===== src/isa_pkg.sv =====
`default_nettype none

package isa_pkg;

	localparam int WORD_SIZE = 16;
	localparam int NUM_REGS = 4;
	localparam int REG_ADDR_W = $clog2(NUM_REGS);

	// instruction field positions
	localparam int OPCODE_HI = 15;
	localparam int OPCODE_LO = 12;
	localparam int RS_HI = 11;
	localparam int RS_LO = 10;
	localparam int RT_HI = 9;
	localparam int RT_LO = 8;
	localparam int RD_HI = 7;
	localparam int RD_LO = 6;
	localparam int FUNC_HI = 5;
	localparam int FUNC_LO = 0;
	localparam int IMM_HI = 7;
	localparam int IMM_LO = 0;
	localparam int IMM_W = IMM_HI - IMM_LO + 1;
	localparam int TARGET_HI = 11;
	localparam int TARGET_LO = 0;

	// JAL and JRL write the return address here
	localparam logic [REG_ADDR_W-1:0] LINK_REG = 2'd2;

	typedef enum logic [3:0] {
		OP_BNE   = 4'd0,
		OP_BEQ   = 4'd1,
		OP_ADI   = 4'd4,
		OP_ORI   = 4'd5,
		OP_LHI   = 4'd6,
		OP_LWD   = 4'd7,
		OP_SWD   = 4'd8,
		OP_JMP   = 4'd9,
		OP_JAL   = 4'd10,
		OP_RTYPE = 4'd15
	} opcode_t;

	typedef enum logic [5:0] {
		FN_ADD = 6'd0,
		FN_SUB = 6'd1,
		FN_AND = 6'd2,
		FN_ORR = 6'd3,
		FN_NOT = 6'd4,
		FN_TCP = 6'd5,
		FN_SHL = 6'd6,
		FN_SHR = 6'd7,
		FN_JPR = 6'd25,
		FN_JRL = 6'd26,
		FN_HLT = 6'd29
	} func_t;

	typedef enum logic [3:0] {
		ALU_ADD, ALU_SUB, ALU_AND, ALU_OR, ALU_NOT, ALU_TCP, ALU_SHL, ALU_SHR, ALU_PASS_B
	} alu_op_t;

	typedef enum logic [1:0] {DEST_RD, DEST_RT, DEST_LINK} dest_sel_t;

	typedef enum logic [1:0] {PC_SEQ, PC_BRANCH, PC_TARGET, PC_REG} pc_sel_t;

	// upper means imm placed in the high byte
	typedef enum logic [1:0] {IMM_SIGN, IMM_ZERO, IMM_UPPER} imm_kind_t;

	typedef struct packed {
		logic      alu_src;
		alu_op_t   alu_op;
		imm_kind_t imm_kind;
		logic      reg_write;
		dest_sel_t dest_sel;
		logic      mem_read;
		logic      mem_write;
		logic      mem_to_reg;
		logic      pc_to_reg;
		pc_sel_t   pc_sel;
		logic      branch_on_equal;
		logic      halt;
	} ctrl_t;

endpackage

`default_nettype wire


===== src/mem_bus_pkg.sv =====
`default_nettype none

package mem_bus_pkg;

	// one request on the shared fetch/data bus
	typedef struct packed {
		logic                           read_m;
		logic                           write_m;
		logic [isa_pkg::WORD_SIZE-1:0]  address;
		logic [isa_pkg::WORD_SIZE-1:0]  wdata;
	} mem_req_t;

	// multicycle sequencer with one instruction in flight
	typedef enum logic [2:0] {
		FETCH,
		EXECUTE,
		MEM_READ,
		MEM_WRITE,
		WRITEBACK,
		HALTED
	} seq_state_t;

	// first fetch address
	localparam logic [isa_pkg::WORD_SIZE-1:0] RESET_PC = '0;

endpackage

`default_nettype wire


===== src/alu.sv =====
`timescale 1ns/1ps
`default_nettype none

module alu (
	input  wire logic [isa_pkg::WORD_SIZE-1:0] a,
	input  wire logic [isa_pkg::WORD_SIZE-1:0] b,
	input  wire isa_pkg::alu_op_t              op,
	output logic [isa_pkg::WORD_SIZE-1:0]      result,
	output logic                               zero
);
	import isa_pkg::*;

	always_comb begin
		case (op)
			ALU_ADD: result = a + b;
			ALU_SUB: result = a - b;
			ALU_AND: result = a & b;
			ALU_OR: result = a | b;
			// unary ops work on a only
			ALU_NOT: result = ~a;
			ALU_TCP: result = ~a + WORD_SIZE'(1);
			ALU_SHL: result = {a[WORD_SIZE-2:0], 1'b0};
			// arithmetic shift keeps the sign bit
			ALU_SHR: result = {a[WORD_SIZE-1], a[WORD_SIZE-1:1]};
			ALU_PASS_B: result = b;
			default: result = '0;
		endcase
	end

	// branches read this after SUB
	assign zero = (result == '0);

endmodule

`default_nettype wire


===== src/control_unit.sv =====
`timescale 1ns/1ps
`default_nettype none

module control_unit (
	input  wire logic [isa_pkg::WORD_SIZE-1:0] instr,
	output isa_pkg::ctrl_t                     ctrl
);
	import isa_pkg::*;

	opcode_t opcode;
	func_t   func;

	assign opcode = opcode_t'(instr[OPCODE_HI:OPCODE_LO]);
	assign func = func_t'(instr[FUNC_HI:FUNC_LO]);

	always_comb begin
		// nop unless decoded below
		ctrl = '0;
		ctrl.alu_op = ALU_ADD;
		ctrl.imm_kind = IMM_SIGN;
		ctrl.dest_sel = DEST_RD;
		ctrl.pc_sel = PC_SEQ;

		case (opcode)
			OP_RTYPE: begin
				case (func)
					FN_ADD, FN_SUB, FN_AND, FN_ORR, FN_NOT, FN_TCP, FN_SHL, FN_SHR: begin
						ctrl.reg_write = 1'b1;
						case (func)
							FN_SUB:  ctrl.alu_op = ALU_SUB;
							FN_AND:  ctrl.alu_op = ALU_AND;
							FN_ORR:  ctrl.alu_op = ALU_OR;
							FN_NOT:  ctrl.alu_op = ALU_NOT;
							FN_TCP:  ctrl.alu_op = ALU_TCP;
							FN_SHL:  ctrl.alu_op = ALU_SHL;
							FN_SHR:  ctrl.alu_op = ALU_SHR;
							default: ctrl.alu_op = ALU_ADD;
						endcase
					end
					FN_JPR: ctrl.pc_sel = PC_REG;
					FN_JRL: begin
						ctrl.pc_sel = PC_REG;
						ctrl.reg_write = 1'b1;
						ctrl.dest_sel = DEST_LINK;
						ctrl.pc_to_reg = 1'b1;
					end
					FN_HLT: ctrl.halt = 1'b1;
					default: ;
				endcase
			end
			OP_ADI, OP_ORI, OP_LHI: begin
				ctrl.alu_src = 1'b1;
				ctrl.reg_write = 1'b1;
				ctrl.dest_sel = DEST_RT;
				if (opcode == OP_ORI) begin
					ctrl.alu_op = ALU_OR;
					ctrl.imm_kind = IMM_ZERO;
				end else if (opcode == OP_LHI) begin
					ctrl.alu_op = ALU_PASS_B;
					ctrl.imm_kind = IMM_UPPER;
				end
			end
			OP_LWD: begin
				ctrl.alu_src = 1'b1;
				ctrl.reg_write = 1'b1;
				ctrl.dest_sel = DEST_RT;
				ctrl.mem_read = 1'b1;
				ctrl.mem_to_reg = 1'b1;
			end
			OP_SWD: begin
				ctrl.alu_src = 1'b1;
				ctrl.mem_write = 1'b1;
			end
			// compare rs with rt through the alu zero flag
			OP_BNE, OP_BEQ: begin
				ctrl.alu_op = ALU_SUB;
				ctrl.pc_sel = PC_BRANCH;
				ctrl.branch_on_equal = (opcode == OP_BEQ);
			end
			OP_JMP: ctrl.pc_sel = PC_TARGET;
			OP_JAL: begin
				ctrl.pc_sel = PC_TARGET;
				ctrl.reg_write = 1'b1;
				ctrl.dest_sel = DEST_LINK;
				ctrl.pc_to_reg = 1'b1;
			end
			default: ;
		endcase
	end

endmodule

`default_nettype wire


===== src/cpu.sv =====
`timescale 1ns/1ps
`default_nettype none

module cpu (
	input  wire logic                          clk,
	input  wire logic                          reset,
	output logic                               read_m,
	output logic                               write_m,
	output logic [isa_pkg::WORD_SIZE-1:0]      address,
	output logic [isa_pkg::WORD_SIZE-1:0]      data_out,
	input  wire logic [isa_pkg::WORD_SIZE-1:0] data_in,
	input  wire logic                          input_ready,
	input  wire logic                          ack_output,
	output logic                               halted
);
	import isa_pkg::*;
	import mem_bus_pkg::*;

	logic [WORD_SIZE-1:0] instr;
	logic [WORD_SIZE-1:0] load_data;
	ctrl_t ctrl;
	mem_req_t req;

	logic [WORD_SIZE-1:0] pc;
	logic [WORD_SIZE-1:0] pc_plus_one;
	logic [WORD_SIZE-1:0] branch_target;
	logic [WORD_SIZE-1:0] pc_next;
	logic fetch_done;
	logic load_done;
	logic wb_strobe;

	logic [WORD_SIZE-1:0] read_data1;
	logic [WORD_SIZE-1:0] read_data2;
	logic [IMM_W-1:0] imm_field;
	logic [WORD_SIZE-1:0] immediate;
	logic [WORD_SIZE-1:0] alu_b;
	logic [WORD_SIZE-1:0] alu_result;
	logic zero;
	logic branch_taken;
	logic [REG_ADDR_W-1:0] write_addr;
	logic [WORD_SIZE-1:0] write_data;

	// instruction and load data share data_in
	always_ff @(posedge clk) begin
		if (fetch_done) begin
			instr <= data_in;
		end
		if (load_done) begin
			load_data <= data_in;
		end
	end

	assign imm_field = instr[IMM_HI:IMM_LO];

	always_comb begin
		case (ctrl.imm_kind)
			IMM_ZERO: immediate = {{(WORD_SIZE-IMM_W){1'b0}}, imm_field};
			IMM_UPPER: immediate = {imm_field, {(WORD_SIZE-IMM_W){1'b0}}};
			default: immediate = {{(WORD_SIZE-IMM_W){imm_field[IMM_W-1]}}, imm_field};
		endcase
	end

	assign alu_b = ctrl.alu_src ? immediate : read_data2;

	always_comb begin
		case (ctrl.dest_sel)
			DEST_RT: write_addr = instr[RT_HI:RT_LO];
			DEST_LINK: write_addr = LINK_REG;
			default: write_addr = instr[RD_HI:RD_LO];
		endcase
	end

	// link stores the return address pc + 1
	assign write_data = ctrl.mem_to_reg ? load_data :
		(ctrl.pc_to_reg ? pc_plus_one : alu_result);

	// pc holds the current instruction until writeback
	assign pc_plus_one = pc + WORD_SIZE'(1);
	assign branch_target = pc_plus_one + immediate;
	assign branch_taken = ctrl.branch_on_equal ? zero : !zero;

	always_comb begin
		case (ctrl.pc_sel)
			PC_BRANCH: pc_next = branch_taken ? branch_target : pc_plus_one;
			PC_TARGET: pc_next = {pc[WORD_SIZE-1:TARGET_HI+1], instr[TARGET_HI:TARGET_LO]};
			PC_REG: pc_next = read_data1;
			default: pc_next = pc_plus_one;
		endcase
	end

	memory_access i_memory_access (
		.clk(clk),
		.reset(reset),
		.ctrl(ctrl),
		.alu_result(alu_result),
		.store_data(read_data2),
		.pc_next_in(pc_next),
		.input_ready(input_ready),
		.ack_output(ack_output),
		.req(req),
		.pc(pc),
		.fetch_done(fetch_done),
		.load_done(load_done),
		.wb_strobe(wb_strobe),
		.halted(halted)
	);

	control_unit i_control_unit (
		.instr(instr),
		.ctrl(ctrl)
	);

	register_file i_register_file (
		.clk(clk),
		.reset(reset),
		.read_addr1(instr[RS_HI:RS_LO]),
		.read_addr2(instr[RT_HI:RT_LO]),
		.read_data1(read_data1),
		.read_data2(read_data2),
		.write_addr(write_addr),
		.write_data(write_data),
		.write_en(wb_strobe)
	);

	alu i_alu (
		.a(read_data1),
		.b(alu_b),
		.op(ctrl.alu_op),
		.result(alu_result),
		.zero(zero)
	);

	// bus request out to the pins
	assign read_m = req.read_m;
	assign write_m = req.write_m;
	assign address = req.address;
	assign data_out = req.wdata;

endmodule

`default_nettype wire


===== src/memory_access.sv =====
`timescale 1ns/1ps
`default_nettype none

module memory_access (
	input  wire logic                          clk,
	input  wire logic                          reset,
	input  wire isa_pkg::ctrl_t                ctrl,
	input  wire logic [isa_pkg::WORD_SIZE-1:0] alu_result,
	input  wire logic [isa_pkg::WORD_SIZE-1:0] store_data,
	input  wire logic [isa_pkg::WORD_SIZE-1:0] pc_next_in,
	input  wire logic                          input_ready,
	input  wire logic                          ack_output,
	output mem_bus_pkg::mem_req_t              req,
	output logic [isa_pkg::WORD_SIZE-1:0]      pc,
	output logic                               fetch_done,
	output logic                               load_done,
	output logic                               wb_strobe,
	output logic                               halted
);
	import mem_bus_pkg::*;

	seq_state_t state;

	always_ff @(posedge clk) begin
		if (reset) begin
			state <= FETCH;
			pc <= RESET_PC;
			req.read_m <= 1'b0;
			req.write_m <= 1'b0;
		end else begin
			case (state)
				FETCH: begin
					if (!req.read_m) begin
						// only reached in the first cycle out of reset
						req.read_m <= 1'b1;
						req.address <= pc;
					end else if (input_ready) begin
						req.read_m <= 1'b0;
						state <= EXECUTE;
					end
				end
				EXECUTE: begin
					// address comes from rs + imm
					if (ctrl.mem_read) begin
						req.read_m <= 1'b1;
						req.address <= alu_result;
						state <= MEM_READ;
					end else if (ctrl.mem_write) begin
						req.write_m <= 1'b1;
						req.address <= alu_result;
						req.wdata <= store_data;
						state <= MEM_WRITE;
					end else begin
						state <= WRITEBACK;
					end
				end
				MEM_READ: begin
					if (input_ready) begin
						req.read_m <= 1'b0;
						state <= WRITEBACK;
					end
				end
				MEM_WRITE: begin
					if (ack_output) begin
						req.write_m <= 1'b0;
						state <= WRITEBACK;
					end
				end
				WRITEBACK: begin
					pc <= pc_next_in;
					if (ctrl.halt) begin
						state <= HALTED;
					end else begin
						// next fetch request goes out right away
						req.read_m <= 1'b1;
						req.address <= pc_next_in;
						state <= FETCH;
					end
				end
				HALTED: state <= HALTED;
				default: state <= FETCH;
			endcase
		end
	end

	// one-cycle strobes since input_ready pulses once per request
	assign fetch_done = (state == FETCH) && req.read_m && input_ready;
	assign load_done = (state == MEM_READ) && input_ready;
	assign wb_strobe = (state == WRITEBACK) && ctrl.reg_write;
	assign halted = (state == HALTED);

endmodule

`default_nettype wire


===== src/register_file.sv =====
`timescale 1ns/1ps
`default_nettype none

module register_file (
	input  wire logic                           clk,
	input  wire logic                           reset,
	input  wire logic [isa_pkg::REG_ADDR_W-1:0] read_addr1,
	input  wire logic [isa_pkg::REG_ADDR_W-1:0] read_addr2,
	output logic [isa_pkg::WORD_SIZE-1:0]       read_data1,
	output logic [isa_pkg::WORD_SIZE-1:0]       read_data2,
	input  wire logic [isa_pkg::REG_ADDR_W-1:0] write_addr,
	input  wire logic [isa_pkg::WORD_SIZE-1:0]  write_data,
	input  wire logic                           write_en
);
	import isa_pkg::*;

	logic [WORD_SIZE-1:0] regs [NUM_REGS];

	// read ports see the old value until the write edge
	assign read_data1 = regs[read_addr1];
	assign read_data2 = regs[read_addr2];

	always_ff @(posedge clk) begin
		if (reset) begin
			for (int i = 0; i < NUM_REGS; i++) begin
				regs[i] <= '0;
			end
		end else if (write_en) begin
			regs[write_addr] <= write_data;
		end
	end

endmodule

`default_nettype wire


===== config.mk =====
export PLATFORM = sky130hd
export DESIGN_NAME = cpu
export DESIGN_NICKNAME = d
export VERILOG_FILES = /design/src/isa_pkg.sv /design/src/mem_bus_pkg.sv /design/src/alu.sv /design/src/control_unit.sv /design/src/cpu.sv /design/src/memory_access.sv /design/src/register_file.sv
export SDC_FILE = /design/constraint.sdc
export NUM_CORES = 1
export LEC_CHECK = 0
export BUFFER_PORTS_ARGS = -buffer_cell sky130_fd_sc_hd__buf_2
export CORE_MARGIN = 1.5
export CORE_UTILIZATION = 40
export CTS_BUF_LIST = sky130_fd_sc_hd__clkbuf_16
export CTS_CLUSTER_SIZE = 16
export DETAILED_ROUTE_END_ITERATION = 16
export PLACE_DENSITY = 0.63
export SLEW_MARGIN = 10
export SYNTH_ARGS = -nofsm -noshare
export SYNTH_HDL_FRONTEND = slang
export SYNTH_HIERARCHICAL = 1
export SYNTH_SLANG_ARGS = --single-unit

===== constraint.sdc =====
create_clock -name clk -period 14.19 [get_ports clk]
set_input_delay 1.419 -clock clk [delete_from_list [all_inputs] [get_ports clk]]
set_output_delay 1.419 -clock clk [all_outputs]
set_load 0.005 [all_outputs]

Word-level counts from Yosys, hierarchy flattened. Memories as Yosys holds them, arrays and structs flattened. A register that Yosys moved wholly into a read port is not among the register bits. Cells that the tools add are included.

Register bits: 85. Memory bits (writable): 64. Bits of input ports: 20. Output and inout bits: 35. Word-level logic and storage cells: 155. Memories: 1.

Add/subtract/negate cells: 5. Equality and inequality tests: 49. Mux-type cells: 60. Bitwise logic cells: 5. Reductions and logical operators: 27.

Memories: i_register_file.regs (depth 4, bits a word 16, read ports 2, clocked after Yosys merged registers in 2, wr ports 4, line register_file.sv:17) `logic [WORD_SIZE-1:0] regs [NUM_REGS];`.

Operators with widths (count): 16-bit one-hot mux with 9 select lines (1); 16-bit two-way mux (8); 16-bit one-hot mux with 3 select lines (2); 33-bit two-way mux (1); 16-bit by 1-bit adder with 16-bit output (second input constant) (2); 16-bit adder (2); 4-bit by 3-bit == test with 1-bit output (second input constant) (8); 16-bit one-hot mux with 2 select lines (1); 6-bit by 3-bit == test with 1-bit output (second input constant) (4); 3-bit two-way mux (8); 1-bit two-way mux (22); 3-bit one-hot mux with 7 select lines (1); 4-bit == test (second input constant) (5); 6-bit by 5-bit == test with 1-bit output (second input constant) (3); 3-bit one-hot mux with 6 select lines (1); 16-bit AND (1); 16-bit zero test (1); 2-bit != test (second input constant) (8); 16-bit inverter (1); 16-bit bitwise OR (1); 4-bit AND reduction (4); 16-bit OR reduction (1); 16-bit subtractor (1); 6-bit by 2-bit == test with 1-bit output (second input constant) (2); 34 further kinds (57).

Logic depth before layout (Yosys ltp).
Depth in word-level cells: 16. Depth in mapped cells: 33. Depth with buffers taken out: 31.

Hierarchy. Netlist, hierarchy kept.

By module, submodules not included: cpu (instances 1, cells each 384, area each 3582.2 µm², sequential area each 960.9 µm²); register_file (instances 1, cells each 182, area each 3229.3 µm², sequential area each 1921.8 µm²); alu (instances 1, cells each 397, area each 2631.3 µm², sequential area each 0.0 µm²); memory_access (instances 1, cells each 192, area each 2243.4 µm², sequential area each 1381.3 µm²); control_unit (instances 1, cells each 38, area each 254.0 µm², sequential area each 0.0 µm²).

Worst setup path after synthesis. OpenSTA, ideal clock, no wires.

Path kind: register to register. Start point: register instr[15]. End point: register i_memory_access/req[24] (netlist name). Library setup time: 257 ps. Arrival time: 6238 ps. Data required time: 13933 ps. Slack: 7695 ps. Cell stages (with the launch flop): 29. Path buffers: 2. Period minus slack after synthesis: 6495 ps. Path through: edfxtp_1 -> nor2b_2 -> and3b_2 -> inv_1 -> ha_1 -> buf_6 -> nor2_4 -> nor2b_1 -> clkbuf_1 -> mux2_2 -> or4_1 -> nor4_1 -> nand2b_1 -> o21ai_0 -> xor2_1 -> ha_1 -> nor3b_1 -> o21ai_0 -> o21ai_0 -> a221oi_1 -> nand3_1 -> a2111oi_2 -> nand3_1 -> nor4b_2 -> xnor2_1 -> mux2_2 -> mux4_2 -> nand2_1 -> nand2_1.

RTL lines: from (decl) (line cpu.sv:19) `logic [WORD_SIZE-1:0] instr;`; from (signal assigned) (line cpu.sv:46) `instr <= data_in;`.

==> qor.txt <==
Initial Util: 40.50%
R2r setup slk: 6.14 ns
EDFF count, synth: 128
Min-Delay Endpoint: i_memory_access/pc[15]
Reg2Reg Depth: 29
Largest family of logic cells by synthesized area: simple AND/OR/NAND/NOR gates
Period utilisation layout: 56.73%
CTS buffer count: 17
Yosys cell types: 107
Total setup buffers inserted after CTS: 0
RSZ-0062 raised after global routing: false
Min-Delay Startpoint: i_memory_access/pc[15]
Area Overhead vs Synth: 8.792%
Top cell type's share of synthesized area: 32.19%
Synthesized area: 11940 um2
CTS tree: built
Vias/cell: 6.082
CTS resizes: 0
Max-cap violations: 0
Crit-path max cell delay: 0.75 ns
Final WL: 37.05 mm
Final slew viol count: 0
Core box area: 29480 um2
Die width: 175.8 um
Slew HR: 29.01%
Largest net degree at the start of global routing: 51
Asr flop ratio synth: 0%
Syn. warnings: 6
CP Data Arrival Time: 8.24 ns
Filler cells: 2858
Worst-path clk slew: 0.06 ns
Min cycle time layout: 8.050 ns
Clock insertion delay at the later pin of the skew report: 0.44 ns
Maximum fanout along the worst path: 11
Vias in the first global route: 9240
Worst path required time: 14.38 ns
FF-to-FF Start: instr[14]
H-Tree Depth: 4
Hold_buf cts: 0
Final core occ: 44.06%
Post-Syn Instances: 1193
Finished Layout Cells: 1614
Ports: 55
Height of the die: 175.8 um
Crit Path Class: register to register
Top cells by area, synth: edfxtp_1, mux4_2, nand2_1, ha_1, and2_1
Syn_nets: 1252
CP max-delay cell: xor2_1
R2R Path End: i_memory_access/req[30]
Mux share of post-synthesis cell area: 11.52%
Peak supply drop: 0.0001305 V
Simple-Gate Fraction of Synth Area: 20.91%
Post-synth top cells: edfxtp_1, nand2_1, a21oi_1
Critical path capture point type: register
Most frequent cell after synthesis: edfxtp_1
Initial DRC Count: 907
Final setup vio count: 0
Antenna violations before repair: 1
Grt ovf: 0
Final Wtd Congestion: 0.9931
Nets@finish: 1270
F_max: 0.1242 GHz
Leak pwr: 4.671 nW
Synth Area in Adders: 4.632%
Final Hold Viols: 0
Antenna Cells: 0
First-pass GRT wire length: 56.18 mm
DR pass1 iterations: 5
Seq/Total Area, Yosys: 35.71%
Startpoint types: register
Synth Area in Compound Gates: 17.42%
Layout cell share with drive strength beyond 1: 19.61%
Power density over cell area: 158.9 nW/um2
Final setup TNS: 0 ns
#FFs+latches synth: 149
Wire per inst: 22.95 um
Clock skew: 0.01167 ns
Placed cell count: 1582
Synth area leader: edfxtp_1
Min-Delay Path Class: register to register
Antenna viol nets, final: 0
DIE AREA: 30900 um2
DR vias: 9816
Bufs on Longest Clock Path: 2
DP HPWL: 27.44 mm
Post-synthesis area per instance: 10.01 um2
GRT Total Usage: 24.38%
Status: completed
# clock sinks: 149
DRC: 0
FP Rows: 63
Synth Flop Type: edfxtp_1
Port Buf Inserts: 54
Worst hold stages: 2
Tightest Pin Transition: 1.055 ns
Clk root buf: clkbuf_16
Post-Synth XOR/XNOR Area: 5.135%
## per-layer routing
metal	GRT usage, %	part of all wire, %	up-vias
met3	3.939	6.9	90
met1	33.22	43	4778
met5	0	0.032	-
met2	37.65	46	436
li1	-	-	4510
met4	11.97	4.7	2
## sequential cells by signal, summed over array words and instances, names as in the netlist
signal / cells
i_memory_access/state: 3
load_data: 16
i_memory_access/req: 34
i_register_file/regs: 64
instr: 16
i_memory_access/pc: 16
## worst max path at each step
| stage | startpoint | endpoint | slack [ns] |
|---|---|---|---|
| 2_1_floorplan | instr[15] | i_memory_access/req[24] | 7.70 |
| 5_1_grt | instr[14] | i_memory_access/pc[14] | 5.68 |
| 6_report | instr[14] | i_memory_access/req[30] | 6.14 |
| 4_1_cts | instr[14] | i_memory_access/req[30] | 6.40 |
| 3_5_place_dp | instr[14] | i_memory_access/req[30] | 6.43 |
| 3_3_place_gp | instr[15] | i_memory_access/req[30] | 6.56 |
## layout make-up
class	count	area [um2]	area share, %
repair buffers	70	390.4	3.005
clock inverters	15	153.9	1.185
inverters	34	127.6	0.9825
flip-flops and latches	149	4264	32.83
well taps	390	488.0	3.756
clock buffers	17	425.4	3.275
multi-input cells	939	7141	54.97
## critical path, delay by kind of cell, from the launching register on
family | cells | cell delay [ns]
AO/OA/AOI/OAI | 7 | 1.94
XOR/XNOR | 2 | 0.94
adder cells (fa/ha/maj) | 3 | 0.92
buffers and inverters | 3 | 0.26
flip-flops | 1 | 0.40
multiplexers | 1 | 0.34
AND/OR/NAND/NOR | 13 | 3.00
## where the power goes
part           total [mW]  switching (mW)  internal (mW)
logic                1.05           0.691          0.358
clock network       0.445           0.186          0.259
registers           0.570          0.0410          0.529
## logic make-up after synthesis
group | count (synthesis)
multiplexers | 85
AND/OR/NAND/NOR | 447
adder cells (fa/ha/maj) | 44
buffers and inverters | 105
XOR/XNOR | 66
flip-flops | 149
AO/OA/AOI/OAI | 297
## through the flow
step / hold WS (ns) / power, mW / worst slack, ns / instance area (um2)
5_1_grt: 0.5112 / 2.165 / 5.675 / 12990
2_1_floorplan: 0.4578 / 1.270 / 7.695 / 11940
3_3_place_gp: 0.4724 / 1.595 / 6.562 / 12410
6_report: 0.4831 / 2.064 / 6.140 / 12990
4_1_cts: 0.4870 / 2.050 / 6.395 / 12990
3_5_place_dp: 0.4778 / 1.599 / 6.430 / 12410
## placed cells by master, fill, tap and decap left out, types with 32 or more instances in the layout
master    instances
nand2_1         124
a21oi_1          75
ha_1             37
nor3_1           32
xnor2_1          45
buf_2            54
and2_1           68
o21ai_0          67
mux4_2           40
edfxtp_1        128
nor2_1           71
inv_1            35
Note: power is estimated with default switching activity, not from simulation.
